<file path="src/common/gdiv_pkg.sv">
// Shared definitions for the Goldschmidt mantissa divider
// Default widths and seed table size
// Iteration count and fixed latency helpers
// Control state and multiplier operand encodings

package gdiv_pkg;

   // Default mantissa width with the hidden bit included
   localparam int MANT_W_DEF = 24;

   // Divisor bits that index the seed table, also the seed accuracy in bits
   localparam int SEED_BITS = 8;

   // Accuracy doubles per pass, stop once it is past mant_w+2 bits
   function automatic int gdiv_iters(input int mant_w);
      int acc;
      int iters;
      acc = SEED_BITS;
      iters = 0;
      while (acc <= mant_w + 2) begin
         acc = acc * 2;
         iters = iters + 1;
      end
      return iters;
   endfunction

   // Cycles from the start edge to done
   // Seed pair, four per iteration, remainder pass and correction
   function automatic int gdiv_latency(input int mant_w);
      return 4 * gdiv_iters(mant_w) + 6;
   endfunction

   // Sequencer states
   typedef enum logic [2:0] {
      ST_IDLE,
      ST_SEED,
      ST_ITER_MUL_D,
      ST_ITER_MUL_N,
      ST_ITER_WAIT,
      ST_REM_MUL,
      ST_REM_WAIT,
      ST_CORRECT
   } gdiv_state_e;

   // Multiplier operand sources
   typedef enum logic [2:0] {
      SEL_DIVISOR,
      SEL_DIVIDEND,
      SEL_SEED,
      SEL_RECIP,
      SEL_NUM,
      SEL_DEN,
      SEL_QUOT
   } opnd_sel_e;

endpackage

</file>
<file path="src/hw/gdiv/recip_seed.sv">
`timescale 1ns/1ns
// Reciprocal seed table for the divider
// One entry per divisor interval in [1,2), rounded reciprocal of the midpoint
// Combinational lookup

module recip_seed #(
   parameter int SEED_BITS = gdiv_pkg::SEED_BITS
) (
   input  logic [SEED_BITS-2:0] d_msbs,
   output logic [SEED_BITS:0]   seed
);

   localparam int ENTRIES = 2 ** (SEED_BITS - 1);
   localparam int SEED_W  = SEED_BITS + 1;

   // Seed is 0.xxxxxxxxx, so values sit in [0.5,1)
   // Midpoint of interval idx is (2^S + 2*idx + 1) / 2^S
   function automatic logic [SEED_BITS:0] seed_entry(input int idx);
      longint num;
      longint den;
      // Twice the scaled reciprocal, halved after adding one to round
      num = longint'(1) << (2 * SEED_BITS + 2);
      den = (longint'(1) << SEED_BITS) + 2 * idx + 1;
      return SEED_W'(((num / den) + 1) >> 1);
   endfunction

   logic [SEED_BITS:0] seed_rom [ENTRIES];

   // Table contents are constants built at elaboration
   for (genvar i = 0; i < ENTRIES; i++) begin : g_entry
      assign seed_rom[i] = seed_entry(i);
   end

   assign seed = seed_rom[d_msbs];

   // Every entry is a normalized reciprocal
   // Divisor is unknown until the first capture
   always_comb begin
      a_seed_norm: assert (seed[SEED_BITS] !== 1'b0)
         else $error("seed 0x%0h lacks its leading bit", seed);
   end

endmodule

</file>
<file path="src/hw/gdiv/gdiv_conv_pipe.sv">
`timescale 1ns/1ns
// Goldschmidt convergence datapath
// Operand capture and two operand multiplexers
// Single multiplier with a two stage pipe and travelling destination tags
// Running num, den and 2-den registers
// Remainder of the truncated quotient

module gdiv_conv_pipe #(
   parameter int MANT_W = gdiv_pkg::MANT_W_DEF
) (
   input  logic                            clk,
   input  logic                            reset,
   input  logic                            capture,
   input  logic [MANT_W-1:0]               n,
   input  logic [MANT_W-1:0]               d,
   input  logic [gdiv_pkg::SEED_BITS:0]    seed,
   input  gdiv_pkg::opnd_sel_e             sel_a,
   input  gdiv_pkg::opnd_sel_e             sel_b,
   input  logic                            issue,
   input  logic                            load_num,
   input  logic                            load_den,
   input  logic                            load_recip,
   input  logic                            load_rem,
   output logic [gdiv_pkg::SEED_BITS-2:0]  d_msbs,
   output logic [MANT_W-1:0]               d_hold,
   output logic [MANT_W:0]                 q_trunc,
   output logic signed [MANT_W+1:0]        rem
);

   import gdiv_pkg::*;

   // Fixed point with FW fraction bits and two integer bits
   localparam int FW = MANT_W + 4;
   localparam int XW = FW + 2;
   localparam int PW = 2 * XW;
   // Alignment of quotient, mantissa and seed into the fraction
   localparam int SH_Q = FW - MANT_W;
   localparam int SH_D = FW - MANT_W + 1;
   localparam int SH_S = FW - SEED_BITS - 1;

   logic [MANT_W-1:0]        n_cap;
   logic [MANT_W-1:0]        d_cap;
   logic [XW-1:0]            opnd_a;
   logic [XW-1:0]            opnd_b;
   logic [PW-1:0]            prod;
   logic [PW-1:0]            prod_s1;
   logic                     s1_num;
   logic                     s1_den;
   logic                     s1_recip;
   logic                     s1_rem;
   logic [XW-1:0]            prod_fix;
   logic [PW-1:0]            n_scaled;
   logic [PW-1:0]            rem_diff;
   logic [XW-1:0]            num_q;
   logic [XW-1:0]            den_q;
   logic [XW-1:0]            recip_q;
   logic signed [MANT_W+1:0] rem_q;
   logic [MANT_W+1:0]        rem_mag;

   // Operands held for the whole operation
   always_ff @(posedge clk) begin
      if (capture) begin
         n_cap <= n;
         d_cap <= d;
      end
   end

   assign d_msbs = d_cap[MANT_W-2 -: SEED_BITS-1];
   assign d_hold = d_cap;
   // Quotient keeps MANT_W fraction bits of num
   assign q_trunc = num_q[SH_Q +: MANT_W+1];

   ////////////////////////////////////////
   // Operand select and multiply
   ////////////////////////////////////////

   // Mantissas are 1.xxx, seed is 0.xxx, quotient is x.xxx
   function automatic logic [XW-1:0] opnd_mux(input opnd_sel_e sel);
      case (sel)
         SEL_DIVISOR:  opnd_mux = XW'({d_cap, {SH_D{1'b0}}});
         SEL_DIVIDEND: opnd_mux = XW'({n_cap, {SH_D{1'b0}}});
         SEL_SEED:     opnd_mux = XW'({seed, {SH_S{1'b0}}});
         SEL_RECIP:    opnd_mux = recip_q;
         SEL_NUM:      opnd_mux = num_q;
         SEL_DEN:      opnd_mux = den_q;
         SEL_QUOT:     opnd_mux = XW'({q_trunc, {SH_Q{1'b0}}});
         default:      opnd_mux = '0;
      endcase
   endfunction

   always_comb begin
      opnd_a = opnd_mux(sel_a);
      opnd_b = opnd_mux(sel_b);
   end

   assign prod = PW'(opnd_a) * PW'(opnd_b);

   // Stage 1, product plus the tags naming its destination
   always_ff @(posedge clk) begin
      if (reset) begin
         s1_num   <= 1'b0;
         s1_den   <= 1'b0;
         s1_recip <= 1'b0;
         s1_rem   <= 1'b0;
      end else begin
         s1_num   <= issue & load_num;
         s1_den   <= issue & load_den;
         s1_recip <= issue & load_recip;
         s1_rem   <= issue & load_rem;
      end
   end

   always_ff @(posedge clk) begin
      if (issue) begin
         prod_s1 <= prod;
      end
   end

   ////////////////////////////////////////
   // Stage 2 write back
   ////////////////////////////////////////

   // Product realigned to FW fraction bits, truncated
   assign prod_fix = prod_s1[FW +: XW];

   // Remainder pass multiplies q << SH_Q by d << SH_D, so scale n to match
   assign n_scaled = PW'({n_cap, {(MANT_W + SH_Q + SH_D){1'b0}}});
   assign rem_diff = n_scaled - prod_s1;

   always_ff @(posedge clk) begin
      if (s1_num) begin
         num_q <= prod_fix;
      end
      if (s1_den) begin
         den_q <= prod_fix;
      end
      // 2-den by one's complement, one ulp low, den stays below 2
      if (s1_recip) begin
         recip_q <= {1'b0, ~prod_fix[XW-2:0]};
      end
      if (s1_rem) begin
         rem_q <= rem_diff[SH_Q + SH_D +: MANT_W + 2];
      end
   end

   assign rem = rem_q;

   // Converged quotient lands within one step of the true one
   assign rem_mag = rem_q[MANT_W+1] ? -rem_q : rem_q;

   a_rem_bound: assert property (@(posedge clk) disable iff (reset)
      s1_rem |=> (rem_mag < {1'b0, d_cap, 1'b0}))
      else $error("remainder 0x%0h out of range for d 0x%0h", rem_q, d_cap);

endmodule

</file>
<file path="src/hw/gdiv/gdiv_control.sv">
`timescale 1ns/1ns
// Sequencer for the Goldschmidt divider
// Seed products, convergence iterations, remainder pass and correction
// Drives operand selects, destination tags, busy and the done strobe

module gdiv_control #(
   parameter int MANT_W = gdiv_pkg::MANT_W_DEF
) (
   input  logic                clk,
   input  logic                reset,
   input  logic                start,
   output logic                busy,
   output logic                done,
   output logic                capture,
   output logic                issue,
   output gdiv_pkg::opnd_sel_e sel_a,
   output gdiv_pkg::opnd_sel_e sel_b,
   output logic                load_num,
   output logic                load_den,
   output logic                load_recip,
   output logic                load_rem,
   output logic                correct_en
);

   import gdiv_pkg::*;

   localparam int ITERS   = gdiv_iters(MANT_W);
   localparam int LATENCY = gdiv_latency(MANT_W);
   localparam int CNT_W   = $clog2(ITERS + 1);

   gdiv_state_e      state_q;
   gdiv_state_e      state_d;
   logic             phase_q;
   logic             phase_d;
   logic [CNT_W-1:0] iter_q;
   logic [CNT_W-1:0] iter_d;
   logic             last_iter;

   // Busy covers the done cycle, a start there is dropped
   assign busy       = (state_q != ST_IDLE) | done;
   assign capture    = start & ~busy;
   assign last_iter  = (iter_q == CNT_W'(ITERS - 1));
   assign correct_en = (state_q == ST_CORRECT);

   ////////////////////////////////////////
   // Next state
   ////////////////////////////////////////

   // Seed and wait states span two cycles, phase picks the half
   always_comb begin
      state_d = state_q;
      phase_d = phase_q;
      iter_d  = iter_q;
      case (state_q)
         ST_IDLE: begin
            if (capture) begin
               state_d = ST_SEED;
               phase_d = 1'b0;
            end
         end
         ST_SEED: begin
            phase_d = ~phase_q;
            if (phase_q) begin
               state_d = ST_ITER_MUL_D;
               iter_d  = '0;
            end
         end
         ST_ITER_MUL_D: state_d = ST_ITER_MUL_N;
         ST_ITER_MUL_N: state_d = ST_ITER_WAIT;
         ST_ITER_WAIT: begin
            phase_d = ~phase_q;
            // Second wait cycle lets the new num settle before the next pass
            if (phase_q) begin
               if (last_iter) begin
                  state_d = ST_REM_MUL;
               end else begin
                  state_d = ST_ITER_MUL_D;
                  iter_d  = iter_q + CNT_W'(1);
               end
            end
         end
         ST_REM_MUL:  state_d = ST_REM_WAIT;
         ST_REM_WAIT: state_d = ST_CORRECT;
         ST_CORRECT:  state_d = ST_IDLE;
         default:     state_d = ST_IDLE;
      endcase
   end

   always_ff @(posedge clk) begin
      if (reset) begin
         state_q <= ST_IDLE;
         phase_q <= 1'b0;
         iter_q  <= '0;
         done    <= 1'b0;
      end else begin
         state_q <= state_d;
         phase_q <= phase_d;
         iter_q  <= iter_d;
         // Lines up with the result registers in the correction stage
         done    <= correct_en;
      end
   end

   ////////////////////////////////////////
   // Multiplier issue decode
   ////////////////////////////////////////

   always_comb begin
      issue      = 1'b0;
      sel_a      = SEL_DIVISOR;
      sel_b      = SEL_DIVISOR;
      load_num   = 1'b0;
      load_den   = 1'b0;
      load_recip = 1'b0;
      load_rem   = 1'b0;
      case (state_q)
         ST_SEED: begin
            issue = 1'b1;
            sel_b = SEL_SEED;
            // d*seed first, then n*seed
            if (!phase_q) begin
               sel_a      = SEL_DIVISOR;
               load_den   = 1'b1;
               load_recip = 1'b1;
            end else begin
               sel_a    = SEL_DIVIDEND;
               load_num = 1'b1;
            end
         end
         ST_ITER_MUL_D: begin
            issue      = 1'b1;
            sel_a      = SEL_DEN;
            sel_b      = SEL_RECIP;
            load_den   = 1'b1;
            load_recip = 1'b1;
         end
         ST_ITER_MUL_N: begin
            // Still reads the previous 2-den, its update lands a cycle later
            issue    = 1'b1;
            sel_a    = SEL_NUM;
            sel_b    = SEL_RECIP;
            load_num = 1'b1;
         end
         ST_REM_MUL: begin
            issue    = 1'b1;
            sel_a    = SEL_QUOT;
            sel_b    = SEL_DIVISOR;
            load_rem = 1'b1;
         end
         default: begin
            issue = 1'b0;
         end
      endcase
   end

   a_done_pulse: assert property (@(posedge clk) disable iff (reset)
      done |=> !done)
      else $error("done held for two cycles");

   a_idle_quiet: assert property (@(posedge clk) disable iff (reset)
      (state_q == ST_IDLE) |-> !issue)
      else $error("multiply issued while idle");

   // Fixed latency from the accepted start to done
   a_latency: assert property (@(posedge clk) disable iff (reset)
      capture |-> ##LATENCY done)
      else $error("done missed its fixed latency");

endmodule

</file>
<file path="src/hw/gdiv/gdiv_correct.sv">
`timescale 1ns/1ns
// Quotient correction for the divider
// Picks q-1, q or q+1 from the remainder of the truncated quotient
// Registers the quotient and the exact flag

module gdiv_correct #(
   parameter int MANT_W = gdiv_pkg::MANT_W_DEF
) (
   input  logic                     clk,
   input  logic                     reset,
   input  logic                     correct_en,
   input  logic [MANT_W:0]          q_trunc,
   input  logic signed [MANT_W+1:0] rem,
   input  logic [MANT_W-1:0]        d,
   output logic [MANT_W:0]          quot,
   output logic                     exact
);

   logic signed [MANT_W+1:0] d_ext;
   logic [MANT_W:0]          q_sel;
   logic signed [MANT_W+1:0] rem_sel;

   assign d_ext = {2'b00, d};

   // Remainder of the chosen quotient ends up in [0, d)
   always_comb begin
      if (rem[MANT_W+1]) begin
         // Overshoot by one
         q_sel   = q_trunc - {{MANT_W{1'b0}}, 1'b1};
         rem_sel = rem + d_ext;
      end else if (rem >= d_ext) begin
         // Undershoot by one
         q_sel   = q_trunc + {{MANT_W{1'b0}}, 1'b1};
         rem_sel = rem - d_ext;
      end else begin
         q_sel   = q_trunc;
         rem_sel = rem;
      end
   end

   always_ff @(posedge clk) begin
      if (reset) begin
         quot  <= '0;
         exact <= 1'b0;
      end else if (correct_en) begin
         quot  <= q_sel;
         exact <= (rem_sel == '0);
      end
   end

   // Datapath error stays within one quotient step
   a_rem_window: assert property (@(posedge clk) disable iff (reset)
      correct_en |-> ((rem >= -d_ext) && (rem < (d_ext <<< 1))))
      else $error("remainder 0x%0h outside [-d, 2d) for d 0x%0h", rem, d);

endmodule

</file>
<file path="src/hw/gdiv_top.sv">
`timescale 1ns/1ns
// Goldschmidt mantissa divider top level
// Sequencer, reciprocal seed table, convergence datapath and correction stage

module gdiv_top #(
   parameter int MANT_W = gdiv_pkg::MANT_W_DEF
) (
   input  logic              clk,
   input  logic              reset,
   input  logic              start,
   input  logic [MANT_W-1:0] n,
   input  logic [MANT_W-1:0] d,
   output logic              busy,
   output logic              done,
   output logic [MANT_W:0]   quot,
   output logic              exact
);

   import gdiv_pkg::*;

   // Sequencer to datapath
   logic      capture;
   logic      issue;
   opnd_sel_e sel_a;
   opnd_sel_e sel_b;
   logic      load_num;
   logic      load_den;
   logic      load_recip;
   logic      load_rem;
   logic      correct_en;

   // Seed lookup
   logic [SEED_BITS-2:0] d_msbs;
   logic [SEED_BITS:0]   seed;

   // Datapath to correction
   logic [MANT_W-1:0]        d_hold;
   logic [MANT_W:0]          q_trunc;
   logic signed [MANT_W+1:0] rem;

   gdiv_control #(
      .MANT_W (MANT_W)
   ) u_control (
      .clk        (clk),
      .reset      (reset),
      .start      (start),
      .busy       (busy),
      .done       (done),
      .capture    (capture),
      .issue      (issue),
      .sel_a      (sel_a),
      .sel_b      (sel_b),
      .load_num   (load_num),
      .load_den   (load_den),
      .load_recip (load_recip),
      .load_rem   (load_rem),
      .correct_en (correct_en)
   );

   recip_seed #(
      .SEED_BITS (SEED_BITS)
   ) u_seed (
      .d_msbs (d_msbs),
      .seed   (seed)
   );

   gdiv_conv_pipe #(
      .MANT_W (MANT_W)
   ) u_conv (
      .clk        (clk),
      .reset      (reset),
      .capture    (capture),
      .n          (n),
      .d          (d),
      .seed       (seed),
      .sel_a      (sel_a),
      .sel_b      (sel_b),
      .issue      (issue),
      .load_num   (load_num),
      .load_den   (load_den),
      .load_recip (load_recip),
      .load_rem   (load_rem),
      .d_msbs     (d_msbs),
      .d_hold     (d_hold),
      .q_trunc    (q_trunc),
      .rem        (rem)
   );

   gdiv_correct #(
      .MANT_W (MANT_W)
   ) u_correct (
      .clk        (clk),
      .reset      (reset),
      .correct_en (correct_en),
      .q_trunc    (q_trunc),
      .rem        (rem),
      .d          (d_hold),
      .quot       (quot),
      .exact      (exact)
   );

endmodule

</file>
<file path="config.mk">
export PLATFORM = sky130hd
export DESIGN_NAME = gdiv_top
export DESIGN_NICKNAME = d
export VERILOG_FILES = /design/src/common/gdiv_pkg.sv /design/src/hw/gdiv/recip_seed.sv /design/src/hw/gdiv/gdiv_conv_pipe.sv /design/src/hw/gdiv/gdiv_control.sv /design/src/hw/gdiv/gdiv_correct.sv /design/src/hw/gdiv_top.sv
export SDC_FILE = /design/constraint.sdc
export NUM_CORES = 2
export LEC_CHECK = 0
export ABC_AREA = 1
export BUFFER_PORTS_ARGS = -buffer_cell sky130_fd_sc_hd__buf_2
export CAP_MARGIN = 30
export CORE_ASPECT_RATIO = 0.9
export CORE_UTILIZATION = 60
export CTS_BUF_LIST = sky130_fd_sc_hd__clkbuf_8
export CTS_CLUSTER_SIZE = 10
export DETAILED_ROUTE_END_ITERATION = 10
export PLACE_DENSITY_LB_ADDON = 0.08
export SYNTH_ARGS = -nofsm -noshare
export SYNTH_HDL_FRONTEND = slang
export SYNTH_SLANG_ARGS = --single-unit
</file>
<file path="constraint.sdc">
create_clock -name clk -period 12.9 [get_ports clk]
set_clock_uncertainty 0.1 [all_clocks]
set_input_delay 0 -clock clk [delete_from_list [all_inputs] [get_ports clk]]
set_output_delay 0 -clock clk [all_outputs]
set_load 0.005 [all_outputs]
</file>
==> run_results.csv <==
group,metric,value,unit
status,status,"finished, final reports clean",
layout,layout.nets,6683,
setup_path,cp.required,13150,ps
flow_run,cap_violations,0,
layout,drive_gt1_frac,0.0494,
logic_synthesis,ys_ff_latch,257,
setup_path,worstSetupStartpoint,"u_conv.d_hold[17]",
timing,fmax,91.9,MHz
setup_path,crit_family,"adder cells",
detailed_routing,ant_nets,0,
floorplanning,rows,94,
clock_network,insertion_delay,630,ps
min_path,hp-class,"in -> reg",
layout,layout_common_cells,"inv_1, nand2_1, fa_1",
detailed_routing,wl,148,mm
clock_network,cts_buffer_depth,3,
logic_synthesis,async_flop_share,0,
grt,grt-ovfl-total,0,
timing,setup_violations,0,
clock_network,htreeDepth,2,
floorplanning,design.core.area,0.0732,sq mm
logic_synthesis,synthFlopType,"edfxtp_1",
timing,slew_headroom,0.281,
grt,grt_pass1_wl,222,mm
logic_synthesis,mappedNetlistNets,6592,
logic_synthesis,avgSynthCellArea,8.13,sq um
layout,synthToLayoutAreaGrowth,7.22,%
floorplanning,fp.dieArea,0.0751,sq mm
detailed_routing,drt_iter0_markers,4325,
layout,fin_area,0.0476,sq mm
timing,layout_worst_path_cycle_share,0.844,
setup_path,cp_num_buf_inv,10,
clock_network,cts-buffers-inserted,39,
floorplanning,start_util,0.607,
clock_network,cts_resized,0,
place,place.gp.congestion,0.986,
place,placedInstanceArea,0.0458,sq mm
logic_synthesis,synth.distinct_cells,57,
logic_synthesis,synth_edf_count,221,
setup_path,crit_slowest_cell,"inv_1",
logic_synthesis,yosys_warnings,0,
setup_path,worstSetupPathType,"reg -> reg",
clock_network,clk_pin_slew,80,ps
setup_path,cp-endpoint,"u_conv.prod_s1[54]",
clock_network,cts_tree,"done",
logic_synthesis,ys_seq_area_frac,0.166,
place,dp_hpwl,117,mm
layout,fillers,6342,
clock_network,cts_num_sinks,257,
setup_path,crit_top_cell,"inv_1",
setup_path,worstSetupEndpointType,"flip-flop",
timing,final.setup.tns,0,ps
detailed_routing,wire_per_inst,22.6,microns
floorplanning,io_pins,79,
setup_path,critPathMaxStageDelay,870,ps
clock_network,ctsHoldBuffers,93,
grt,grt_antenna_before_repair,3,
setup_path,ff2ff_path_depth,37,
detailed_routing,drc,0,
clock_network,clockRootBuffer,"clkbuf_8",
setup_path,r2r-end,"u_conv.prod_s1[54]",
grt,grt_pass1_vias,37300,
floorplanning,die_w,289,microns
timing,hold_violations,0,
layout,antenna_cells,0,
logic_synthesis,synth_area_leader_cell,"fa_1",
detailed_routing,first_pass_iters,6,
layout,layout_commonest_cell,"inv_1",
timing,period_needed,10880,ps
place,portBuffers,78,
grt,grtUsageTotal,0.400,
setup_path,cp-start-kind,"flip-flop",
logic_synthesis,yosysTopAreaCellShare,0.339,
timing,worstMarginPinSlew,1080,ps
logic_synthesis,synth_cells,5462,
setup_path,timing.rr.start,"u_conv.d_hold[17]",
timing,grt_setup_unrepaired,"no",
detailed_routing,vias_per_cell,5.72,
logic_synthesis,ys_top_cells_by_area,"fa_1, edfxtp_1, inv_1",
clock_network,cts_setup_buffers,0,
setup_path,crit_arrival,11140,ps
detailed_routing,vias,37400,
floorplanning,fp.dieH,260,microns
setup_path,cp.depth,37,
timing,slew_viol_final,0,
setup_path,r2r_slack,2020,ps
grt,grt_max_degree,59,
logic_synthesis,synth_area,0.0444,sq mm
setup_path,cp_max_fo,22,
==> cells by family (layout without fill, tap and decap cells) <==
kind of cell,Yosys count,after routing,share of synthesized area
AO/OA/AOI/OAI,458,458,0.0621
XOR/XNOR,126,126,0.0248
adder cells (fa/ha/maj),1079,1079,0.431
buffers and inverters,1525,1645,0.131
flip-flops,257,257,0.166
AND/OR/NAND/NOR,2017,2017,0.186
==> state kept, by name, summed over array words and instances (netlist names), 2 cells and up <==
| register | flops |
|---|---|
| u_control.iter_q | 2 |
| u_control.state_q | 3 |
| u_conv.rem | 26 |
| u_conv.d_hold | 24 |
| u_conv.recip_q | 29 |
| u_conv.num_q | 30 |
| u_conv.den_q | 30 |
| u_conv.n_cap | 24 |
| u_correct.quot | 25 |
| u_conv.prod_s1 | 58 |
==> metrics by stage <==
stage | std cells | worst slack (ps) | utilization | hold WS [ps]
2_1_floorplan | 5462 | 4340 | - | -1.13
3_3_place_gp | 6375 | 2550 | 0.626 | 76.0
3_5_place_dp | 6377 | 2200 | 0.627 | 78.1
4_1_cts | 6540 | 2140 | 0.650 | 2.56
5_1_grt | 6542 | 1240 | 0.651 | 24.9
6_report | 6542 | 2020 | 0.651 | 32.1
==> layer usage <==
| metal | vias to the layer above | global-route usage | wire length, microns |
|---|---|---|---|
| li1 | 16600 | - | - |
| met2 | 2112 | 0.601 | 64300 |
| met4 | 6 | 0.185 | 8070 |
| met5 | - | 0 | 64 |
| met3 | 434 | 0.0954 | 16800 |
| met1 | 18300 | 0.550 | 58900 |
==> final cells by class <==
cell class / count / area, sq um / share of cell area
Multi-Input combinational cell: 3680 / 31300 / 0.658
Timing Repair Buffer: 246 / 1960 / 0.0413
Sequential cell: 257 / 7360 / 0.155
Tap cell: 960 / 1200 / 0.0252
Clock inverter: 28 / 209 / 0.00439
Inverter: 1329 / 4990 / 0.105
Clock buffer: 42 / 578 / 0.0121
==> worst min-delay path by stage <==
stage / startpoint / endpoint / slack (ps) / cells past startpoint
after CTS: n[4] / u_conv.n_cap[4] / 3 / 2
final: n[15] / u_conv.n_cap[15] / 30 / 2
after global placement: n[20] / u_conv.n_cap[20] / 80 / 1
after floorplan: d[0] / u_conv.d_hold[0] / -1 / 0
after detailed placement: n[21] / u_conv.n_cap[21] / 80 / 1
after global routing: n[4] / u_conv.n_cap[4] / 20 / 2
==> synth_stat cells, types with 8 or more instances <==
cell type / number
clkbuf_1: 129
a22oi_1: 13
clkinv_1: 17
inv_2: 17
a21oi_1: 153
inv_1: 1295
dfxtp_1: 36
nand4_1: 37
a31oi_1: 23
nor2_4: 8
o21ai_0: 123
nand3_1: 140
nor2_1: 644
buf_2: 49
buf_1: 14
a22o_1: 23
fa_1: 753
nor3_1: 41
nor3_2: 13
ha_1: 326
o21bai_1: 18
nor4_1: 18
a21o_1: 13
o211ai_1: 25
nand2_1: 1086
edfxtp_1: 221
xor2_1: 103
o21a_1: 21
xnor2_1: 23
==> worst register-to-register path: cells and delay by family, from the launching register on <==
family / cells / cell delay [ps]
adder cells (fa/ha/maj): 10 / 4790
XOR/XNOR: 1 / 100
AO/OA/AOI/OAI: 7 / 1190
AND/OR/NAND/NOR: 9 / 1930
flip-flops: 1 / 690
buffers and inverters: 10 / 1790
Power is left out: the tool's default activity adds up to more than one toggle a clock period on the data nets, which glitch-free logic cannot reach.
